==> src/source/fifo_demo_pkg.sv <==
`default_nettype none

package fifo_demo_pkg;

    localparam int data_width  = 4;
    localparam int fifo_depth  = 8;
    localparam int digit_count = 8;
    localparam int scan_div    = 4;

    typedef logic [data_width - 1:0] data_t;

    // Active high, segment a in bit 7 down to h in bit 0
    typedef logic [7:0] segments_t;

    localparam segments_t glyph_valid = 8'b1000_0000;
    localparam segments_t glyph_ready = 8'b0000_0010;
    localparam segments_t glyph_blank = 8'b0000_0000;

    // One side of a valid/ready link
    typedef struct packed {
        logic  valid;
        logic  ready;
        data_t data;
    } handshake_t;

    typedef struct packed {
        logic  up_ready;
        logic  down_valid;
        data_t up_data;
        data_t down_data;
    } status_leds_t;

    typedef segments_t [digit_count - 1:0] digit_patterns_t;

    // ----------------------------------------
    // Hex digit decoder

    function automatic segments_t hex_segments(data_t value);
        case (value)
            4'h0: return 8'hfc;
            4'h1: return 8'h60;
            4'h2: return 8'hda;
            4'h3: return 8'hf2;
            4'h4: return 8'h66;
            4'h5: return 8'hb6;
            4'h6: return 8'hbe;
            4'h7: return 8'he0;
            4'h8: return 8'hfe;
            4'h9: return 8'hf6;
            4'ha: return 8'hee;
            4'hb: return 8'h3e;
            4'hc: return 8'h9c;
            4'hd: return 8'h7a;
            4'he: return 8'h9e;
            default: return 8'h8e;
        endcase
    endfunction

endpackage

`default_nettype wire

==> src/source/pattern_source.sv <==
`timescale 1ns/1ps
`default_nettype none

module pattern_source
    import fifo_demo_pkg::*;
(
    input  logic       clk,
    input  logic       rst_n,
    input  logic       request,
    input  logic       accepted,
    output handshake_t offer
);

    // ----------------------------------------
    // Permutation of 0 to 15, offered in table order

    localparam data_t pattern_table [2 ** data_width] = '{
        4'h2, 4'h6, 4'hd, 4'hb,
        4'h7, 4'he, 4'hc, 4'h4,
        4'h1, 4'h0, 4'h9, 4'ha,
        4'hf, 4'h5, 4'h8, 4'h3
    };

    logic [data_width - 1:0] index;

    // ----------------------------------------
    // Index moves only on an accepted transfer

    always_ff @(posedge clk or negedge rst_n) begin
        if (!rst_n) begin
            index <= '0;
        end else if (accepted) begin
            // Wraps back to entry 0 after the last one
            index <= index + 1'b1;
        end
    end

    // ----------------------------------------
    // Offer to the consumer

    always_comb begin
        offer.valid = request;
        // Filled in by whoever consumes the offer
        offer.ready = 1'b0;
        offer.data  = pattern_table[index];
    end

    // Index never moves without a request behind it
    assert property (@(posedge clk) disable iff (!rst_n)
        !request |=> $stable(index));

endmodule

`default_nettype wire

==> src/source/ff_fifo.sv <==
`timescale 1ns/1ps
`default_nettype none

module ff_fifo
    import fifo_demo_pkg::*;
(
    input  logic  clk,
    input  logic  rst_n,

    input  logic  up_valid,
    input  data_t up_data,
    output logic  up_ready,

    output logic  down_valid,
    output data_t down_data,
    input  logic  down_ready
);

    data_t storage [fifo_depth];

    logic [$clog2(fifo_depth) - 1:0] wr_ptr;
    logic [$clog2(fifo_depth) - 1:0] rd_ptr;
    logic [$clog2(fifo_depth + 1) - 1:0] count;

    logic push;
    logic pop;

    // ----------------------------------------
    // Handshake status from occupancy

    assign up_ready   = (count != fifo_depth);
    assign down_valid = (count != 0);

    assign push = up_valid && up_ready;
    assign pop  = down_valid && down_ready;

    // Head entry straight out of storage
    assign down_data = storage[rd_ptr];

    // ----------------------------------------
    // Storage

    always_ff @(posedge clk) begin
        if (push) begin
            storage[wr_ptr] <= up_data;
        end
    end

    // ----------------------------------------
    // Pointers and count

    always_ff @(posedge clk or negedge rst_n) begin
        if (!rst_n) begin
            wr_ptr <= '0;
            rd_ptr <= '0;
            count  <= '0;
        end else begin
            if (push) begin
                if (wr_ptr == fifo_depth - 1)
                    wr_ptr <= '0;
                else
                    wr_ptr <= wr_ptr + 1'b1;
            end

            if (pop) begin
                if (rd_ptr == fifo_depth - 1)
                    rd_ptr <= '0;
                else
                    rd_ptr <= rd_ptr + 1'b1;
            end

            // Push and pop together leave the count alone
            case ({push, pop})
                2'b10:   count <= count + 1'b1;
                2'b01:   count <= count - 1'b1;
                default: count <= count;
            endcase
        end
    end

    // ----------------------------------------
    // Assertions

    assert property (@(posedge clk) disable iff (!rst_n)
        count <= fifo_depth);

    // No write slot taken while full
    assert property (@(posedge clk) disable iff (!rst_n)
        (up_valid && count == fifo_depth) |=> $stable(wr_ptr));

    // Head held while the consumer stalls
    assert property (@(posedge clk) disable iff (!rst_n)
        (down_valid && !down_ready) |=> (down_valid && $stable(down_data)));

endmodule

`default_nettype wire

==> src/source/display_composer.sv <==
`timescale 1ns/1ps
`default_nettype none

module display_composer
    import fifo_demo_pkg::*;
(
    input  handshake_t      up,
    input  handshake_t      down,
    output digit_patterns_t patterns
);

    // ----------------------------------------
    // Status glyph, top bar for valid and middle bar for ready

    function automatic segments_t status_glyph(logic valid, logic ready);
        segments_t glyph;

        glyph = glyph_blank;
        if (valid)
            glyph = glyph | glyph_valid;
        if (ready)
            glyph = glyph | glyph_ready;
        return glyph;
    endfunction

    // ----------------------------------------
    // Digit map, index 0 is the rightmost digit

    always_comb begin
        for (int i = 0; i < digit_count; i++) begin
            patterns[i] = glyph_blank;
        end

        // Value being offered upstream
        patterns[3] = hex_segments(up.data);

        patterns[2] = status_glyph(up.valid, up.ready);
        patterns[1] = status_glyph(down.valid, down.ready);

        // Head of the FIFO, dark when empty
        if (down.valid)
            patterns[0] = hex_segments(down.data);
        else
            patterns[0] = glyph_blank;
    end

endmodule

`default_nettype wire

==> src/source/segment_scan.sv <==
`timescale 1ns/1ps
`default_nettype none

module segment_scan
    import fifo_demo_pkg::*;
(
    input  logic                     clk,
    input  logic                     rst_n,
    input  digit_patterns_t          patterns,
    output segments_t                abcdefgh,
    output logic [digit_count - 1:0] digit
);

    logic [$clog2(scan_div) - 1:0] div_cnt;
    logic                          step;

    // ----------------------------------------
    // Scan prescaler

    assign step = (div_cnt == scan_div - 1);

    always_ff @(posedge clk or negedge rst_n) begin
        if (!rst_n) begin
            div_cnt <= '0;
        end else if (step) begin
            div_cnt <= '0;
        end else begin
            div_cnt <= div_cnt + 1'b1;
        end
    end

    // ----------------------------------------
    // One-hot digit rotation

    always_ff @(posedge clk or negedge rst_n) begin
        if (!rst_n) begin
            digit <= digit_count'(1);
        end else if (step) begin
            // Rotate left, top digit wraps to position 0
            digit <= {digit[digit_count - 2:0], digit[digit_count - 1]};
        end
    end

    // ----------------------------------------
    // Segment select

    always_comb begin
        abcdefgh = glyph_blank;
        for (int i = 0; i < digit_count; i++) begin
            if (digit[i])
                abcdefgh = abcdefgh | patterns[i];
        end
    end

    // ----------------------------------------
    // Assertions

    assert property (@(posedge clk) disable iff (!rst_n)
        $onehot(digit));

endmodule

`default_nettype wire

==> src/source/fifo_demo_top.sv <==
`timescale 1ns/1ps
`default_nettype none

module fifo_demo_top
    import fifo_demo_pkg::*;
(
    input  logic                     clk,
    input  logic                     rst_n,
    input  logic [1:0]               key,
    output status_leds_t             led,
    output segments_t                abcdefgh,
    output logic [digit_count - 1:0] digit
);

    handshake_t      offer;
    handshake_t      up;
    handshake_t      down;
    digit_patterns_t patterns;

    logic  fifo_up_ready;
    logic  fifo_down_valid;
    data_t fifo_down_data;

    // ----------------------------------------
    // Link assembly

    // key[1] pushes, key[0] pops
    assign up   = '{valid: offer.valid, ready: fifo_up_ready, data: offer.data};
    assign down = '{valid: fifo_down_valid, ready: key[0], data: fifo_down_data};

    assign led = '{
        up_ready:   up.ready,
        down_valid: down.valid,
        up_data:    up.data,
        down_data:  down.data
    };

    // ----------------------------------------
    // Blocks

    pattern_source u_source (
        .clk      (clk),
        .rst_n    (rst_n),
        .request  (key[1]),
        .accepted (up.valid && up.ready),
        .offer    (offer)
    );

    ff_fifo u_fifo (
        .clk        (clk),
        .rst_n      (rst_n),
        .up_valid   (up.valid),
        .up_data    (up.data),
        .up_ready   (fifo_up_ready),
        .down_valid (fifo_down_valid),
        .down_data  (fifo_down_data),
        .down_ready (down.ready)
    );

    display_composer u_composer (
        .up       (up),
        .down     (down),
        .patterns (patterns)
    );

    segment_scan u_scan (
        .clk      (clk),
        .rst_n    (rst_n),
        .patterns (patterns),
        .abcdefgh (abcdefgh),
        .digit    (digit)
    );

endmodule

`default_nettype wire

==> config.mk <==
export PLATFORM = sky130hd
export DESIGN_NAME = fifo_demo_top
export DESIGN_NICKNAME = d
export VERILOG_FILES = /design/src/source/fifo_demo_pkg.sv /design/src/source/pattern_source.sv /design/src/source/ff_fifo.sv /design/src/source/display_composer.sv /design/src/source/segment_scan.sv /design/src/source/fifo_demo_top.sv
export SDC_FILE = /design/constraint.sdc
export NUM_CORES = 1
export LEC_CHECK = 0
export ABC_AREA = 0
export BUFFER_PORTS_ARGS = -buffer_cell sky130_fd_sc_hd__buf_2
export CAP_MARGIN = 30
export CORE_MARGIN = 1.5
export CORE_UTILIZATION = 50
export DETAILED_ROUTE_END_ITERATION = 16
export GPL_TIMING_DRIVEN = 0
export MAX_ROUTING_LAYER = met4
export PLACE_DENSITY_LB_ADDON = 0.12
export SYNTH_ARGS = -nofsm -noshare
export SYNTH_HDL_FRONTEND = slang
export SYNTH_SLANG_ARGS = --single-unit
==> constraint.sdc <==
create_clock -name clk -period 6 [get_ports clk]
set_input_delay 0.3 -clock clk [delete_from_list [all_inputs] [get_ports clk]]
set_output_delay 0.3 -clock clk [all_outputs]
set_load 0.005 [all_outputs]
# == Word-level counts from Yosys, hierarchy flattened ==
# Memory sizes are Yosys's and may differ from the RTL's.
# Cells that the tools add are included.
# Widths: inputs -> output; s select.
# word_totals
mem_bits_rw,32
latch_bits,0
inputBits,4
romBits,288
mem_count,4
output_inout_bits,26
regBits,24
word_cells,48
# classes
n_reduce_logical,4
shift,0
eq_ne,6
n_mux,17
mul,0
magnitude_cmp,1
add_sub_neg,6
div,0
bitwise,4
# memory_table
name,words,word_bits,read_ports,rd_clocked_by_memory_dff,wr,line_no,text
(name not given),16,7,1,0,0,fifo_demo_pkg.sv:39,case (value)
(name not given),16,7,1,0,0,fifo_demo_pkg.sv:39,
(name not given),16,4,1,0,0,pattern_source.sv:45,offer.data = pattern_table[index];
u_fifo.storage,8,4,1,0,1,ff_fifo.sv:19,data_t storage [fifo_depth];
# op_table
op,n
$mux 8,7
$or 8x8->8,3
$add 4x1->4 const B,2
$mux 4,2
$pmux 4 s2,1
$add 3x1->3 const B,2
$eq 3x3->1 const B,2
$mux 2,3
$mux 3,2
$ge 5x5->1 const B,1
$not 4->5,1
$eq 2x2->1 const B,2
$ne 4x4->1 const B,1
$reduce_bool 4->1,1
$sub 4x1->4 const B,1
$add 2x1->2 const B,1
$eq 2x1->1 const B,1
$logic_and 1x1->1,2
$mux 1,2
$reduce_bool 2->1,1

# == Longest topological paths before layout ==
# An unclocked memory read counts as a cell.
# logic_depth
depth_word,10
depth_mapped,12

# == Hierarchy ==
# A second synthesis with hierarchy kept.
# hier_totals
hier_cells,343
hier_area_um2,3936.3
# modules_own_cells
module,area_each_um2,seq_area_each_um2,cells_per_inst,n_inst
ff_fifo,1901.8,1211.2,111,1
display_composer,937.1,0.0,127,1
segment_scan,748.2,251.5,69,1
pattern_source,327.8,100.1,33,1
fifo_demo_top,21.3,0.0,3,1

# == Worst setup path after synthesis ==
# No wires, ideal clock.
# synth_path
path_kind,reg-to-output
startpoint,reg u_fifo.rd_ptr[1]
endpoint,out abcdefgh[7]
path_stages_with_launch,8
slack_ns,3.339
arrival_time_ns,2.361
path_cell_list,dfrtp_1 > buf_6 > mux4_1 > mux2i_2 > inv_1 > ha_1 > or4_1 > nand4_1
# synth_lines
item,line_no,text
from (decl),ff_fifo.sv:22,logic [$clog2(fifo_depth) - 1:0] rd_ptr;
from (signal assigned),ff_fifo.sv:69,rd_ptr <= rd_ptr + 1'b1;
to (decl),fifo_demo_top.sv:11,"output segments_t abcdefgh,"

# == Worst setup path in the final report ==
# layout_path
startpoint,reg u_fifo.rd_ptr[2]
endpoint,out abcdefgh[7]
# layout_via
elab_chain_cells,10
# layout_rtl
item,line_no,text
$mem_v2 8x4 *,--,
$mem_v2 16x7 *,--,
$mux 8 *,display_composer.sv:41,if (down.valid)
$mux 8 *,segment_scan.sv:50,if (digit[i])
$or 8x8->8,segment_scan.sv:51,abcdefgh = abcdefgh | patterns[i];
$mux 8 *,segment_scan.sv:50,
$or 8x8->8,segment_scan.sv:51,
$mux 8 *,segment_scan.sv:50,
$or 8x8->8,segment_scan.sv:51,
$mux 8 *,segment_scan.sv:50,
# Every way passes the cells marked *; elsewhere a longest branch is shown, timed or not.

==> results_tabular.tex <==
\begin{tabular}{lr}
\hline
Metric & Value \\
\hline
\multicolumn{2}{l}{\textbf{Outcome}} \\
\quad Run status & finished, final reports clean \\
\multicolumn{2}{l}{\textbf{Setup path}} \\
\quad Arrival @ worst endpoint & 3.11 ns \\
\quad Type of element launching the critical path & flop \\
\quad Endpoint class of the critical path & output port \\
\quad Cells traversed along the worst timing path & clkbuf\_1 > mux4\_1 > mux2i\_2 > inv\_1 > ha\_1 > or4\_1 > nand4\_1 > buf\_2 \\
\quad Critical register-to-register path startpoint & u\_fifo.count[0] \\
\quad Crit path largest cell delay & 0.54 ns \\
\quad Endpoint of the lowest-slack register-to-register path & u\_fifo.count[3] \\
\quad Setup slack of the worst register-to-register path & $\sim$3.3 ns \\
\quad Max FO, Critical Path & 8 \\
\quad Worst R2R Path Depth & 11 \\
\quad Critical-path cell with the highest stage delay & sky130\_fd\_sc\_hd\_\_or4\_1 \\
\quad Worst setup endpoint & abcdefgh[7] \\
\quad Kind of critical path & flop to output port \\
\quad Critical path required time & about 5.7 ns \\
\quad Critical path origin & u\_fifo.rd\_ptr[2] \\
\multicolumn{2}{l}{\textbf{Synth}} \\
\quad Per-instance average area after synthesis & between 10 and 15 um2 \\
\quad Number of flops mapped to enable cells by yosys & 32 \\
\quad Xor/xnor share of the synthesized area & 2.25\% \\
\quad Library cell with the largest summed area after synthesis & sky130\_fd\_sc\_hd\_\_edfxtp\_1 \\
\quad Adder-cell share of the synthesized area & between 10\% and 20\% \\
\quad Fraction of the mapped netlist area in compound gates & a little under 8\% \\
\quad Number of warnings printed during yosys synthesis & 0 \\
\quad Portion of synthesized cell area occupied by the leading cell type & between 30\% and 40\% \\
\quad Sequential element share of the synthesized area & about half \\
\quad Synthesized instance count & 247 \\
\quad Netlist area before placement & 3110 um2 \\
\quad Area contributors post-synth & sky130\_fd\_sc\_hd\_\_edfxtp\_1 (31\%), sky130\_fd\_sc\_hd\_\_dfrtp\_1 (18\%), sky130\_fd\_sc\_hd\_\_ha\_1 (10\%) \\
\quad Syn nets & roughly 280 \\
\quad Unique masters post-synth & just under 50 \\
\quad Main synth FF type & sky130\_fd\_sc\_hd\_\_edfxtp\_1 \\
\quad Combinational family with the most area after synthesis & multiplexers \\
\quad Post-synthesis mux area share & between 10\% and 20\% \\
\quad Share of synthesized flip-flops with an asynchronous set or reset & between 40\% and 50\% \\
\quad Post-synthesis sequential element count & 56 \\
\quad Simple-gate area share of the yosys netlist & between 8 and 9\% \\
\multicolumn{2}{l}{\textbf{Die}} \\
\quad I/O pin count & 30 \\
\quad Placement Rows & 28 \\
\quad Die extent in x & 81.9 um \\
\quad Core region area & between 5000 and 6000 um2 \\
\quad Total die area & about 6700 um2 \\
\quad Die Y-Extent & about 80 um \\
\quad Initial standard-cell utilization of the core & 52.3\% \\
\multicolumn{2}{l}{\textbf{Place}} \\
\quad Placer congestion estimate & 0.818 \\
\quad Sum of net half-perimeters after detailed placement & 4240 um \\
\quad Total cell area at the placement stage & approximately 3300 um2 \\
\quad Count of buffers from port buffering & 28 \\
\multicolumn{2}{l}{\textbf{GRT}} \\
\quad Grt met3 use & under 10\% \\
\quad Global-route track usage on met2 & between 30\% and 40\% \\
\quad GR Overflow Total & 0 \\
\quad Pin count of the biggest net entering global routing & 25 \\
\quad First-pass GRT wire length & between 9000 and 10000 um \\
\quad Routing layer with the top usage in global route & met2 \\
\quad Vias in the first global route & roughly 1900 \\
\quad Antenna violations before repair & 0 \\
\quad Met1 Use GR & between 20\% and 30\% \\
\quad All-Layer GR Usage & 19.6\% \\
\multicolumn{2}{l}{\textbf{Final layout}} \\
\quad Fill cell instance count of the final layout & around 490 \\
\quad Leading cell types in the layout, fill and taps excluded & sky130\_fd\_sc\_hd\_\_edfxtp\_1 (32), sky130\_fd\_sc\_hd\_\_buf\_2 (30), sky130\_fd\_sc\_hd\_\_ha\_1 (25) \\
\quad Share of cells above drive strength 1 & between 20\% and 30\% \\
\quad Number of nets in the layout & 313 \\
\quad Synthesis-to-finish area growth & 10.9\% \\
\quad Area used by multi-input combinational logic & roughly 1400 um2 \\
\quad Total inserted antenna cells & 0 \\
\quad Post-route cell area & approximately 3500 um2 \\
\quad Leading cell type in the layout, fill and taps excluded & sky130\_fd\_sc\_hd\_\_edfxtp\_1 \\
\quad Area occupied by registers & 1560 um2 \\
\multicolumn{2}{l}{\textbf{STA}} \\
\quad Period minus WS final & $\sim$3.4 ns \\
\quad Hold Fails Final Rpt & 0 \\
\quad Final Setup Violations & 0 \\
\quad Setup TNS after final layout & 0 ns \\
\quad Worst Max-Slew Pin Slew & approximately 0.93 ns \\
\quad Final-layout worst hold slack & approximately 0.44 ns \\
\quad Max Slew Vio Count & 0 \\
\quad Worst rel slew slack & between 30\% and 40\% \\
\quad RSZ-0062 raised after global routing & no \\
\quad Fmax & just under 0.3 GHz \\
\quad Clock skew after layout & 0.00555 ns \\
\quad Final Cycle Share & 56.8\% \\
\multicolumn{2}{l}{\textbf{Flow run}} \\
\quad Max-cap violations & 0 \\
\multicolumn{2}{l}{\textbf{Clock network}} \\
\quad Buffer count from post-CTS setup fixing & 0 \\
\quad Clock root buffer & sky130\_fd\_sc\_hd\_\_clkbuf\_8 \\
\quad Num CTS Buffers & 5 \\
\quad Clock-pin transition on the worst setup and hold timing paths & $\sim$0.10 ns \\
\quad Number of levels the H-tree was split into & 2 \\
\quad CTS Buffer Depth & 2 \\
\quad Clock tree from TritonCTS & done \\
\quad Num Clock Sinks & 56 \\
\quad Clock latency reported for the late side of the worst-skew pair & between 0.3 and 0.4 ns \\
\multicolumn{2}{l}{\textbf{Detailed routing}} \\
\quad DRT Wirelength & between 5000 and 6000 um \\
\quad Count of antenna-violating nets left after detailed routing & 0 \\
\quad Via count & 1988 \\
\quad Per-cell routed wire length & around 16 um \\
\quad Violation count after the first detailed-route iteration & around 180 \\
\quad DRC & 0 \\
\quad First-pass iteration count of the detailed router & 4 \\
\quad Via-per-instance ratio & roughly 5.5 \\
\multicolumn{2}{l}{\textbf{Power and ir drop}} \\
\quad Pwr dens & 554 nW/um2 \\
\quad Sequential share of power & about a third \\
\quad Switching pwr & just over 800 uW \\
\quad Switching fraction of total power & between 40\% and 50\% \\
\quad Combinational power share & a little under three fifths \\
\quad Highest ir drop seen on vdd & between 0.2 and 0.3 mV \\
\quad Static Leakage & between 0.001 and 0.0015 uW \\
\quad Power share of the clock group & 11.1\% \\
\quad Internal portion of total power & 1090 uW \\
\multicolumn{2}{l}{\textbf{Hold path}} \\
\quad Worst min-delay path startpoint & u\_scan.div\_cnt[0] \\
\quad Class of the tightest hold or removal check & flop to flop \\
\hline
\end{tabular}
-- kinds of logic after synthesis --
family | Yosys count
flip-flops | 56
AND/OR/NAND/NOR | 56
AO/OA/AOI/OAI | 36
multiplexers | 32
buffers and inverters | 32
adder cells (fa/ha/maj) | 26
XOR/XNOR | 8
other | 1
-- layer usage --
| layer | vias to the layer above | wire length [um] |
|---|---|---|
| li1 | 969 | - |
| met1 | 973 | 2710 |
| met2 | 42 | 2800 |
| met3 | 4 | 212 |
| met4 | 0 | 40 |
| met5 | - | 0 |
-- area by class of cell --
cell class,instances,share of cell area [%]
Sequential cell,56,45.3
Multi-Input combinational cell,159,40.7
Timing Repair Buffer,29,4.35
Tap cell,75,2.72
Inverter,20,2.17
Buffer,12,2.03
Clock buffer,5,1.99
Clock inverter,3,0.761
-- synthesized netlist by cell type, types with 5 or more instances --
| master | instances |
|---|---|
| sky130_fd_sc_hd__ha_1 | 25 |
| sky130_fd_sc_hd__edfxtp_1 | 32 |
| sky130_fd_sc_hd__a21oi_1 | 6 |
| sky130_fd_sc_hd__xnor2_1 | 6 |
| sky130_fd_sc_hd__nand2b_1 | 5 |
| sky130_fd_sc_hd__o21ai_0 | 9 |
| sky130_fd_sc_hd__nor2_1 | 12 |
| sky130_fd_sc_hd__mux2_2 | 11 |
| sky130_fd_sc_hd__mux4_2 | 6 |
| sky130_fd_sc_hd__dfrtp_1 | 23 |
| sky130_fd_sc_hd__mux2i_1 | 8 |
| sky130_fd_sc_hd__clkbuf_1 | 5 |
| sky130_fd_sc_hd__inv_1 | 17 |
| sky130_fd_sc_hd__nand2_1 | 18 |
| sky130_fd_sc_hd__nor3_1 | 10 |
-- sequential cells by signal, summed over array words and instances (netlist names) --
name,flops
u_fifo.rd_ptr,3
u_scan.div_cnt,2
u_fifo.count,4
u_fifo.wr_ptr,3
u_source.index,4
u_scan.digit,8
u_fifo.storage,32
-- power by group through the flow --
stage / Sequential [uW] / Clock (uW) / Combinational, uW
4_1_cts: 640 / 218 / 1070
2_1_floorplan: 629 / 0 / 805
6_report: 638 / 213 / 1060
5_1_grt: 654 / 230 / 1200
3_5_place_dp: 649 / 0 / 1070
3_3_place_gp: 645 / 0 / 1060
-- metrics by stage --
step	util (%)	setup WS, ns	instances	power (uW)
2_1_floorplan	-	3.34	247	1430
3_3_place_gp	56.2	2.89	350	1700
3_5_place_dp	56.2	2.87	350	1720
4_1_cts	58.0	2.53	359	1930
5_1_grt	58.0	2.32	359	2080
6_report	58.0	2.59	359	1910
-- critical path: cells and delay by family (launching register included) --
| family | cells | cell delay [ns] |
|---|---|---|
| flops | 1 | 0.36 |
| simple gates | 2 | 0.65 |
| fa+ha+maj | 1 | 0.29 |
| mux | 2 | 0.82 |
| buf+inv | 3 | 0.66 |
-- worst min-delay path by stage --
stage	to	depth (start not counted)
after detailed placement	u_fifo.rd_ptr[2]	1
after global placement	u_fifo.rd_ptr[0]	1
after global routing	u_scan.div_cnt[0]	1
after floorplan	u_fifo.count[0]	0
final	u_scan.div_cnt[0]	1
after CTS	u_scan.div_cnt[0]	1
-- timing repair --
item	in CTS	in global routing
resized for setup	0	0
hold endpoints to repair	16	0
hold buffers	1	0
No activity file was read; power rests on OpenSTA's default activity.
